## config.mk

```make
export PLATFORM = sky130hd
export DESIGN_NAME = ttc_subsystem
export DESIGN_NICKNAME = d
export VERILOG_FILES = /design/src/ttc_pkg.sv /design/src/ttc_subsystem.sv /design/src/ttc_l1a_header.sv /design/src/ttc_bx_counter.sv /design/src/ttc_cmd_decode.sv
export SDC_FILE = /design/constraint.sdc
export NUM_CORES = 1
export LEC_CHECK = 0
export BUFFER_PORTS_ARGS = -buffer_cell sky130_fd_sc_hd__buf_2
export CELL_PAD_IN_SITES_DETAIL_PLACEMENT = 1
export CELL_PAD_IN_SITES_GLOBAL_PLACEMENT = 2
export CORE_MARGIN = 2
export CORE_UTILIZATION = 30
export CTS_CLUSTER_SIZE = 16
export DETAILED_ROUTE_END_ITERATION = 10
export GPL_TIMING_DRIVEN = 0
export PLACE_DENSITY_LB_ADDON = 0.08
export SYNTH_ARGS = -nofsm -noshare
export SYNTH_HDL_FRONTEND = slang
export SYNTH_SLANG_ARGS = --single-unit
```

## constraint.sdc

```tcl
create_clock -name clock -period 5.5 [get_ports clock]
set_input_delay 0 -clock clock [delete_from_list [all_inputs] [get_ports clock]]
set_output_delay 0 -clock clock [all_outputs]
set_load 0.02 [all_outputs]
```

## src/ttc_pkg.sv

```systemverilog
// Widths, command opcodes and bus structs shared by the TTC timing block
// and its testbench.
// Bunch numbers are bxn_w bits wide, so lhc_cycle must stay at or below 4096.
// Counter widths are fixed here and are not module parameters.
// Opcode values 5 to 7 are not defined. Decode accepts them as no-ops.

package ttc_pkg;

  // ----------------------------------------------------------------------
  // Widths
  // ----------------------------------------------------------------------

  localparam int bxn_w = 12;  // Bunch number, LHC numbers bunches 0..3563
  localparam int cnt_w = 16;  // Orbit, bx0 and l1a counters

  // ----------------------------------------------------------------------
  // Command word
  // ----------------------------------------------------------------------

  typedef enum logic [2:0] {
    ttc_nop        = 3'd0,  // Accepted, no effect
    ttc_bx0        = 3'd1,  // Bunch crossing zero from the TTC
    ttc_resync     = 3'd2,  // Reload bunch counter, clear counters
    ttc_l1a        = 3'd3,  // Level-1 accept, builds an event header
    ttc_set_offset = 3'd4   // Load bunch counter offset from data
  } ttc_opcode_e;

  typedef struct packed {
    ttc_opcode_e      opcode;
    logic [bxn_w-1:0] data;    // Offset value, used by set-offset only
  } ttc_cmd_t;                 // 15 bits

  // Single-cycle strobes from decode, at most one high per cycle
  typedef struct packed {
    logic bx0;
    logic resync;
    logic l1a;
  } ttc_strobe_t;              // 3 bits

  // ----------------------------------------------------------------------
  // Status and event header
  // ----------------------------------------------------------------------

  typedef struct packed {
    logic [bxn_w-1:0] bxn;           // Bunch number
    logic [cnt_w-1:0] orbit;         // Orbits since resync, saturating
    logic [cnt_w-1:0] bx0_lcl;       // Local zeros of the bunch counter
    logic [cnt_w-1:0] bx0_rxd;       // Received bx0 commands
    logic             bxn_sync_err;  // Sticky until next load
    logic             bx0_sync_err;  // Sticky error, also high while loading
  } ttc_status_t;                    // 62 bits

  typedef struct packed {
    logic [cnt_w-1:0] l1a_count;  // Count of this l1a since resync, first is 1
    logic [bxn_w-1:0] bxn;
    logic [cnt_w-1:0] orbit;
    logic             sync_err;   // bxn_sync_err at the l1a
  } ttc_header_t;                 // 45 bits

endpackage
```

## src/ttc_subsystem.sv

```systemverilog
// Top of the TTC timing block: decode, bunch counter and header FIFO.
// lhc_cycle and hold_until_bx0 pass down to the bunch counter unchanged.
// Commands and headers use valid/ready. Strobes between stages do not,
// since the counters never stall. Only command acceptance stops.
`timescale 1ns/1ps

module ttc_subsystem
  import ttc_pkg::*;
#(
  parameter int unsigned lhc_cycle      = 3564,  // Bunches per orbit
  parameter bit          hold_until_bx0 = 1'b1   // Hold bxn until first bx0
) (
  input  logic        clock,
  input  logic        bxn_preset,    // Synchronous reset, active high
  input  ttc_cmd_t    cmd,
  input  logic        cmd_valid,
  output logic        cmd_ready,
  output ttc_header_t header,
  output logic        header_valid,
  input  logic        header_ready,
  output ttc_status_t status
);

  ttc_strobe_t      strobe;       // Decode to counter and header
  logic [bxn_w-1:0] bxn_offset;   // Offset register in decode
  logic             header_full;  // Header stage back to decode

  // ----------------------------------------------------------------------
  // Decode, execute, result
  // ----------------------------------------------------------------------

  ttc_cmd_decode i_decode (
    .clock       (clock),
    .bxn_preset  (bxn_preset),
    .cmd         (cmd),
    .cmd_valid   (cmd_valid),
    .cmd_ready   (cmd_ready),
    .header_full (header_full),
    .strobe      (strobe),
    .bxn_offset  (bxn_offset)
  );

  ttc_bx_counter #(
    .lhc_cycle      (lhc_cycle),
    .hold_until_bx0 (hold_until_bx0)
  ) i_counter (
    .clock      (clock),
    .bxn_preset (bxn_preset),
    .strobe     (strobe),
    .bxn_offset (bxn_offset),
    .status     (status)
  );

  ttc_l1a_header i_header (
    .clock        (clock),
    .bxn_preset   (bxn_preset),
    .strobe       (strobe),
    .status       (status),  // Same status that goes to the top output
    .header       (header),
    .header_valid (header_valid),
    .header_ready (header_ready),
    .header_full  (header_full)
  );

endmodule

```

## src/ttc_l1a_header.sv

```systemverilog
// Event header builder with a four-entry FIFO and a valid/ready output.
// An l1a strobe writes the status seen in the same cycle. The entry is
// visible after that edge, so the first transfer can come one edge later.
// header_full reserves room for l1as still inside decode. It may drop for
// single cycles near full, so senders must wait on cmd_ready.
// The l1a counter wraps at 2**cnt_w and clears on resync.
`timescale 1ns/1ps

module ttc_l1a_header
  import ttc_pkg::*;
(
  input  logic        clock,
  input  logic        bxn_preset,    // Synchronous reset
  input  ttc_strobe_t strobe,
  input  ttc_status_t status,
  output ttc_header_t header,
  output logic        header_valid,
  input  logic        header_ready,
  output logic        header_full    // Stops command acceptance in decode
);

  localparam int depth = 4;

  ttc_header_t      mem [depth];  // FIFO storage, no reset
  ttc_header_t      wr_entry;
  logic [1:0]       wr_ptr;
  logic [1:0]       rd_ptr;
  logic [2:0]       count;        // Entries held, 0..4
  logic [2:0]       reserved;     // Entries held plus l1as that may be in flight
  logic [cnt_w-1:0] l1a_cnt;
  logic             slot_open_q;  // Decode could accept at the last edge
  logic             push;
  logic             pop;

  // ----------------------------------------------------------------------
  // L1A counter and header build
  // ----------------------------------------------------------------------

  always_ff @(posedge clock) begin
    if (bxn_preset || strobe.resync) begin
      l1a_cnt <= '0;
    end else if (strobe.l1a) begin
      l1a_cnt <= l1a_cnt + 1'b1;
    end
  end

  assign wr_entry.l1a_count = l1a_cnt + 1'b1;  // Count including this l1a
  assign wr_entry.bxn       = status.bxn;
  assign wr_entry.orbit     = status.orbit;
  assign wr_entry.sync_err  = status.bxn_sync_err;

  // ----------------------------------------------------------------------
  // FIFO
  // ----------------------------------------------------------------------

  assign push = strobe.l1a;  // Room is guaranteed by header_full
  assign pop  = header_valid && header_ready;

  always_ff @(posedge clock) begin
    if (push) begin
      mem[wr_ptr] <= wr_entry;
    end
  end

  always_ff @(posedge clock) begin
    if (bxn_preset) begin
      wr_ptr <= '0;
      rd_ptr <= '0;
      count  <= '0;
    end else begin
      if (push) wr_ptr <= wr_ptr + 1'b1;  // Four entries, pointer wraps
      if (pop)  rd_ptr <= rd_ptr + 1'b1;
      case ({push, pop})
        2'b10:   count <= count + 1'b1;
        2'b01:   count <= count - 1'b1;
        default: count <= count;
      endcase
    end
  end

  assign header       = mem[rd_ptr];
  assign header_valid = (count != '0);

  // ----------------------------------------------------------------------
  // Back-pressure
  // ----------------------------------------------------------------------

  // An l1a in decode's command register is not visible here. If ready was
  // high at the last edge, assume one was taken and keep a slot for it.
  always_ff @(posedge clock) begin
    if (bxn_preset) begin
      slot_open_q <= 1'b0;  // Decode takes nothing during reset
    end else begin
      slot_open_q <= ~header_full;
    end
  end

  assign reserved    = count + 3'(strobe.l1a) + 3'(slot_open_q);
  assign header_full = (reserved >= 3'(depth));

endmodule

```

## src/ttc_bx_counter.sv

```systemverilog
// Bunch crossing counter, runs 0 to lhc_cycle-1 and wraps.
// Loads the limited offset on resync, and while held for the first bx0 when
// hold_until_bx0 is set. A bx0 in the same cycle overrides the load.
// Strobes are taken as single-cycle pulses with at most one high.
// The orbit counter saturates. The bx0 counters wrap at 2**cnt_w.
// bx0_sync_err is combinational from the load and the sticky error flag.
`timescale 1ns/1ps

module ttc_bx_counter
  import ttc_pkg::*;
#(
  parameter int unsigned lhc_cycle      = 3564,  // Bunches per orbit
  parameter bit          hold_until_bx0 = 1'b1   // Hold count until first bx0
) (
  input  logic             clock,
  input  logic             bxn_preset,  // Synchronous reset
  input  ttc_strobe_t      strobe,
  input  logic [bxn_w-1:0] bxn_offset,
  output ttc_status_t      status
);

  localparam logic [bxn_w-1:0] bxn_max = bxn_w'(lhc_cycle - 1);  // Last bunch

  logic [bxn_w-1:0] bxn_offset_lim;  // Offset clipped into the orbit
  logic [bxn_w-1:0] bxn_cnt;
  logic [cnt_w-1:0] orbit_cnt;
  logic [cnt_w-1:0] bx0_lcl_cnt;
  logic [cnt_w-1:0] bx0_rxd_cnt;
  logic             bxn_hold;        // Waiting for first bx0
  logic             bxn_sync_err;
  logic             bxn_load;        // Load limited offset this edge
  logic             bxn_ovf;         // Last bunch of the orbit
  logic             bxn_sync;        // Count sits at the offset
  logic             bx0_local;       // Count sits at zero
  logic             orbit_sat;

  // ----------------------------------------------------------------------
  // Offset limit and hold
  // ----------------------------------------------------------------------

  // Offsets past the orbit would give bunch numbers that never occur
  always_ff @(posedge clock) begin
    bxn_offset_lim <= (bxn_offset > bxn_max) ? bxn_max : bxn_offset;
  end

  always_ff @(posedge clock) begin
    if (bxn_preset) begin
      bxn_hold <= 1'b1;
    end else if (strobe.bx0) begin
      bxn_hold <= 1'b0;  // Released by the first bx0, set again only by reset
    end
  end

  // Resync followed by bx0 is the normal way to synchronize
  assign bxn_load = ((hold_until_bx0 && bxn_hold) || strobe.resync) && !strobe.bx0;

  // ----------------------------------------------------------------------
  // Bunch counter
  // ----------------------------------------------------------------------

  assign bxn_ovf   = (bxn_cnt == bxn_max);
  assign bxn_sync  = (bxn_cnt == bxn_offset_lim);  // Where the bx0 should land
  assign bx0_local = (bxn_cnt == '0);

  always_ff @(posedge clock) begin
    if (bxn_preset) begin
      bxn_cnt <= '0;
    end else if (bxn_load) begin
      bxn_cnt <= bxn_offset_lim;
    end else if (bxn_ovf) begin
      bxn_cnt <= '0;
    end else begin
      bxn_cnt <= bxn_cnt + 1'b1;
    end
  end

  // Error when a bx0 misses the offset, or the offset passes without a bx0
  always_ff @(posedge clock) begin
    if (bxn_preset || bxn_load) begin
      bxn_sync_err <= 1'b0;
    end else if (strobe.bx0) begin
      bxn_sync_err <= !bxn_sync || bxn_sync_err;
    end else if (bxn_sync) begin
      bxn_sync_err <= 1'b1;  // Offset reached, no bx0 with it
    end
  end

  // ----------------------------------------------------------------------
  // Orbit and bx0 counters
  // ----------------------------------------------------------------------

  assign orbit_sat = (orbit_cnt == '1);

  always_ff @(posedge clock) begin
    if (bxn_preset || strobe.resync) begin
      orbit_cnt   <= '0;
      bx0_lcl_cnt <= '0;
      bx0_rxd_cnt <= '0;
    end else begin
      if (bxn_ovf && !orbit_sat) orbit_cnt <= orbit_cnt + 1'b1;  // One per wrap
      if (bx0_local) bx0_lcl_cnt <= bx0_lcl_cnt + 1'b1;  // Also while held at zero
      if (strobe.bx0) bx0_rxd_cnt <= bx0_rxd_cnt + 1'b1;
    end
  end

  assign status.bxn          = bxn_cnt;
  assign status.orbit        = orbit_cnt;
  assign status.bx0_lcl      = bx0_lcl_cnt;
  assign status.bx0_rxd      = bx0_rxd_cnt;
  assign status.bxn_sync_err = bxn_sync_err;
  assign status.bx0_sync_err = bxn_sync_err || bxn_load;  // High during a load too

endmodule

```

## src/ttc_cmd_decode.sv

```systemverilog
// Two register stages: the accepted command word, then the decoded strobes.
// A command accepted at edge k gives a strobe high for the cycle after edge
// k+1, and a set-offset writes bxn_offset at edge k+1.
// Commands are taken in order. Back-pressure from the header FIFO stalls
// every opcode, not only l1a.
// Opcodes outside ttc_opcode_e are accepted and dropped like a no-op.
`timescale 1ns/1ps

module ttc_cmd_decode
  import ttc_pkg::*;
(
  input  logic             clock,
  input  logic             bxn_preset,   // Synchronous reset
  input  ttc_cmd_t         cmd,
  input  logic             cmd_valid,
  output logic             cmd_ready,
  input  logic             header_full,  // No room for another l1a in flight
  output ttc_strobe_t      strobe,
  output logic [bxn_w-1:0] bxn_offset
);

  ttc_cmd_t cmd_q;        // Accepted command word
  logic     cmd_q_valid;  // cmd_q holds a command to decode
  logic     accept;

  assign cmd_ready = ~header_full;
  assign accept    = cmd_valid & cmd_ready;

  // ----------------------------------------------------------------------
  // Stage 1, command register
  // ----------------------------------------------------------------------

  always_ff @(posedge clock) begin
    if (bxn_preset) begin
      cmd_q_valid <= 1'b0;
    end else begin
      cmd_q_valid <= accept;
    end
  end

  always_ff @(posedge clock) begin
    if (accept) begin
      cmd_q <= cmd;  // Payload, no reset needed
    end
  end

  // ----------------------------------------------------------------------
  // Stage 2, strobes and offset register
  // ----------------------------------------------------------------------

  always_ff @(posedge clock) begin
    if (bxn_preset) begin
      strobe     <= '0;
      bxn_offset <= '0;
    end else begin
      strobe <= '0;  // Strobes last one cycle
      if (cmd_q_valid) begin
        case (cmd_q.opcode)
          ttc_bx0:        strobe.bx0    <= 1'b1;
          ttc_resync:     strobe.resync <= 1'b1;
          ttc_l1a:        strobe.l1a    <= 1'b1;
          ttc_set_offset: bxn_offset    <= cmd_q.data;  // Limited later in counter
          default: ;                                     // ttc_nop and unused codes
        endcase
      end
    end
  end

endmodule

```

Yosys cells after proc, flatten, opt, wreduce, memory -nomap -nowiden:

Memories as Yosys holds them, arrays and structs flattened. A register that Yosys moved wholly into a read port is not among the register bits.
Cells that the tools add are included.

* register bits after elaboration: 129
* latch bits: 0
* RAM bits: 180
* bits in read-only memories: 0
* input port bits: 19
* output and inout bits: 109
* word-level logic and storage cells: 74
* memories: 1

Memory list
* i_header.mem: words 4, bits a word 45, read ports 1, clocked after memory_dff 1, wr ports 1, line ttc_l1a_header.sv:24 `ttc_header_t mem [depth];`

* add/sub/neg operators: 11
* multipliers: 0
* divide/modulo/power cells: 0
* magnitude comparators: 2
* equality and inequality tests: 9
* shift operators: 0
* muxes and demuxes: 12
* bitwise gates (word level): 3
* reduce and logical (&&, ||, !) cells: 17

Operators by type and width (count)
* $add 16x1->16 const B: 4
* $mux 12: 2
* $eq 16x16->1 const B: 1
* $add 12x1->12 const B: 1
* $eq 12x12->1: 1
* $eq 12x12->1 const B: 1
* $gt 12x12->1 const B: 1
* $logic_not 12->1: 1
* $mux 1: 7
* $add 3x1->3: 2
* $eq 3x2->1 const B: 2
* $pmux 3 s2: 1
* $logic_or 1x1->1: 5
* $add 2x1->2 const B: 2
* $mux 2: 2
* $reduce_bool 2->1: 2
* $add 3x1->3 const B: 1
* $eq 3x1->1 const B: 1
* $eq 3x3->1 const B: 1
* $ge 3x3->1 const B: 1
* $logic_and 1x1->1: 3
* $logic_not 1->1: 3
* $reduce_bool 3->1: 1
* $sub 3x1->3 const B: 1
* other kinds (6): 7

Logic depth before layout (Yosys ltp):

* depth after elaboration: 5
* mapped depth: 8
* mapped depth without buffers: 8

Cells and area by module:

From an unflattened synthesis, not the netlist that was laid out.

* cells, all modules: 873
* area, all modules: 12563.3 um^2

By module, submodules not included
* ttc_l1a_header: instances 1, cells an instance 410, area each 8017.7 um^2, sequential area each 5925.7 um^2
* ttc_bx_counter: instances 1, cells an instance 385, area each 3408.3 um^2, sequential area each 1481.4 um^2
* ttc_cmd_decode: instances 1, cells an instance 78, area each 1137.3 um^2, sequential area each 770.7 um^2

Worst setup path before layout:

No wires, ideal clock.

* path kind: flip-flop to flip-flop
* start point: register i_decode.strobe[0] (netlist name)
* end point: memory i_header.mem[0][0] (netlist name) (enable)
* data arrival time: 2.057 ns
* required time: 5.093 ns
* slack: 3.036 ns
* stages on the path, launching flop included: 4
* buffers on the path: 2
* path through: dfxtp_1 clkbuf_1 clkbuf_1 and2_1

* cells in the longest elaborated chain, start to end: 2

Ends and longest elaborated chain
* $mux 1: line ttc_l1a_header.sv:60 `if (push) begin`
* $mux 1 (implied by the code): line ttc_l1a_header.sv:61 `mem[wr_ptr] <= wr_entry;`
* to (decl): line ttc_l1a_header.sv:24

No other way between the ends.

==> flow_summary.ini <==
[run_status]
run_status = complete, no violations

[critical_path]
worstSetupEndpointType = output port
r2r_cells = 7
required_ns = 5.50
r2r_end = i_counter.orbit_cnt[0]
criticalPathCategory = flop to output port
regToRegStartpoint = i_counter.orbit_cnt[0]
critical_path.startpoint_type = flop
ff2ff_setup_slack_ns = 2.67
worstPathMaxFanout = 10
critPathArrivalTime_ns = 3.05

[floorplanning]
rows = 74
start_util_pct = 30.5
coreArea_mm2 = 0.0410
die_h_um = 208
io_pins = 128
dieArea_mm2 = 0.0434
die_x_um = 208

[drt]
ant_nets = 0
drc = 0
drt_iter0_drc = 251
drtPass1Iterations = 4
wirelength_mm = 30.0
vias = 7645
wl_per_cell_um = 18.2
viasPerCell = 4.63

[clock_tree]
clk_path_buf_depth = 3
ctsRootBufferMaster = clkbuf_16
clkTransAtPathRegs_ns = 0.06
clk_latency_ns = 0.55
hold_buffers = 16
cts_resized = 0
cts_tree = done
cts.sinks = 311
postCtsSetupRepairBufs = 0
htreeDepth = 2
cts_buffers = 37

[yosys]
avgSynthCellArea_um2 = 13.8
synth_edf_count = 195
ys.flop_type = edfxtp_1
synthArstFlopShare_pct = 0
synthCells = 905
syn_nets = 937
ys_ff_latch = 311
synth_area_mm2 = 0.0125
yosysSeqAreaShare_pct = 65.3
synth_cell_types = 48
yosys_warnings = 0

[layout]
nFillCells = 4322
drive_above_1_share_pct = 25.2
area_delta_synth_final_pct = 22.0
n_antenna_cell = 0
stdcell_area_mm2 = 0.0153
fin_nets = 1122

[worst_hold_path]
hold_depth = 3
hold_path_end = i_header.slot_open_q
hold_class = primary input to flop
holdCritStartpoint = bxn_preset

[placement]
place_area_mm2 = 0.0139
port_buffers = 127
place_hpwl_mm = 20.1
gp_congestion = 0.718

[sta]
max_freq_mhz = 328
finalSetupTns_ns = 0
finalCritPeriodShare_pct = 55.4
hold_viol_final = 0
setup_viol = 0
layout_min_cycle_time_ns = 3.05
rsz0062_at_grt = no
drv_slew = 0
clock_skew_ns = 0.0180
worst_pin_slew_ns = 1.05
slew_headroom_pct = 29.6

[global_routing]
grt_pass1_vias = 8256
antenna_found_initial = 0
grt_pass1_wl_mm = 48.2
overflow = 0
grt_usage_pct = 14.2
grt_max_degree = 46

[power]
fin_total_pwr_mw = 5.08
ir_drop_mv = 0.160
p_leak_nw = 5.46
powerDensity_mw_per_mm2 = 332

[flow_run]
cap_viol_max_count = 0
[Yosys cell counts, types with 4 or more instances]
| library cell | number | share of area, % |
|---|---|---|
| and3_1 | 6 | 0.30 |
| a21oi_1 | 28 | 1.1 |
| buf_1 | 5 | 0.15 |
| xnor2_1 | 46 | 3.2 |
| nor2b_1 | 6 | 0.30 |
| dfxtp_1 | 116 | 19 |
| and4_1 | 10 | 0.70 |
| xor2_1 | 48 | 3.4 |
| or3_1 | 14 | 0.70 |
| buf_4 | 29 | 1.7 |
| a22oi_1 | 10 | 0.60 |
| or2_2 | 6 | 0.30 |
| nand2_1 | 60 | 1.8 |
| nand4_1 | 24 | 1.2 |
| nor2_1 | 90 | 2.7 |
| ha_1 | 12 | 1.2 |
| o21ai_0 | 10 | 0.40 |
| nor4_1 | 13 | 0.65 |
| nor3_1 | 12 | 0.48 |
| clkbuf_1 | 32 | 0.96 |
| mux4_2 | 45 | 8.1 |
| inv_1 | 14 | 0.42 |
| nand2b_1 | 4 | 0.20 |
| edfxtp_1 | 195 | 47 |
| nand3_1 | 27 | 1.1 |
| and2_1 | 9 | 0.45 |
[routing by layer]
layer  global-route usage, %  share of wire (%)
met4                    3.89                1.8
met3                    3.80                4.7
met1                    18.7                 47
met2                    23.0                 47
met5                       0                  0
[worst max-delay path: stages (launching register included)]
cell and delay (ns):
dfxtp_1 0.32, clkbuf_1 0.57, buf_1 0.77, mux4_2 0.66, buf_2 0.19
[where the power goes]
part | internal [mW] | leakage, nW | total, mW | switching (mW)
Sequential | 2.47 | 2.76 | 2.49 | 0.0129
Combinational | 0.0510 | 2.10 | 0.126 | 0.0754
Clock | 1.50 | 0.607 | 2.47 | 0.969
Total | 4.02 | 5.46 | 5.08 | 1.06
[cell families after synthesis]
kind of cell | synth area share (%)
buffers and inverters | 3.69
flip-flops | 65.3
multiplexers | 8.33
AO/OA/AOI/OAI | 2.48
AND/OR/NAND/NOR | 12.3
adder cells (fa/ha/maj) | 1.36
XOR/XNOR | 6.57
[through the flow]
step,util [%],hold WS [ns],worst slack (ns),instances
2_1_floorplan,-,0.0989,3.04,905
3_3_place_gp,33.7,0.176,1.47,1564
3_5_place_dp,33.9,0.179,2.61,1567
4_1_cts,37.3,0.0284,2.28,1651
5_1_grt,37.3,0.0661,2.15,1651
6_report,37.3,0.0196,2.45,1651
[how the worst max path moves through the flow]
stage	startpoint	end	depth (start not counted)
after CTS	flop	header[27]	4
final	flop	header[27]	4
after floorplan	i_decode.strobe[0]	i_header.mem[0][0]	3
after global routing	flop	header[27]	4
after detailed placement	i_counter.orbit_cnt[0]	i_counter.orbit_cnt[0]	7
after global placement	i_decode.strobe[0]	i_header.mem[0][12]	3
[flip-flops by register name (all words and copies together), names as in the netlist, named ones only]
register                  flops
i_header.mem                180
i_counter.bx0_lcl_cnt        16
i_counter.bx0_rxd_cnt        16
i_counter.orbit_cnt          16
i_header.l1a_cnt             16
i_decode.cmd_q               15
i_counter.bxn_cnt            12
i_counter.bxn_offset_lim     12
i_decode.bxn_offset          12
i_decode.strobe               3
i_header.count                3
i_header.rd_ptr               2
i_header.wr_ptr               2
i_counter.bxn_hold            1
i_counter.bxn_sync_err        1
i_decode.cmd_q_valid          1
i_header.slot_open_q          1
[layout make-up]
cell class | count | area, um^2 | share of cell area [%]
well taps | 532 | 666 | 4.35
multi-input cells | 508 | 3890 | 25.5
clock buffers | 58 | 1120 | 7.33
flip-flops and latches | 311 | 8180 | 53.5
repair buffers | 146 | 856 | 5.60
clock inverters | 10 | 110 | 0.720
inverters | 14 | 52.6 | 0.344
plain buffers | 72 | 409 | 2.68
[cell usage in the layout, fill, tap and decap left out, types with 3 or more instances in the layout]
master         netlist  routed
dlygate4sd3_1        0      16
dfxtp_1            116     116
and2_2               0       3
mux2i_1              3       3
nand2b_1             4       4
buf_2                3     130
nand3_1             27      27
o21ai_0             10      10
clkbuf_8             0       7
buf_12               0       3
clkinv_2             0       4
or2_2                6       6
clkbuf_1            32      43
nand4_1             24      24
buf_1                5       5
xnor2_1             46      46
nor4_2               3       3
a21oi_1             28      28
and3_1               6       6
edfxtp_1           195     195
nor4_1              13      13
or3_1               14      14
and4_1              10      10
mux4_2              45      45
inv_1               14      14
xor2_1              48      48
nor2b_1              6       6
nor2_1              90      90
clkbuf_16            0      39
ha_1                12      12
buf_4               29      29
nand2_1             60      60
and2_1               9       5
nor3_1              12      12
a22oi_1             10      10
(Power assumes the default switching activity.)
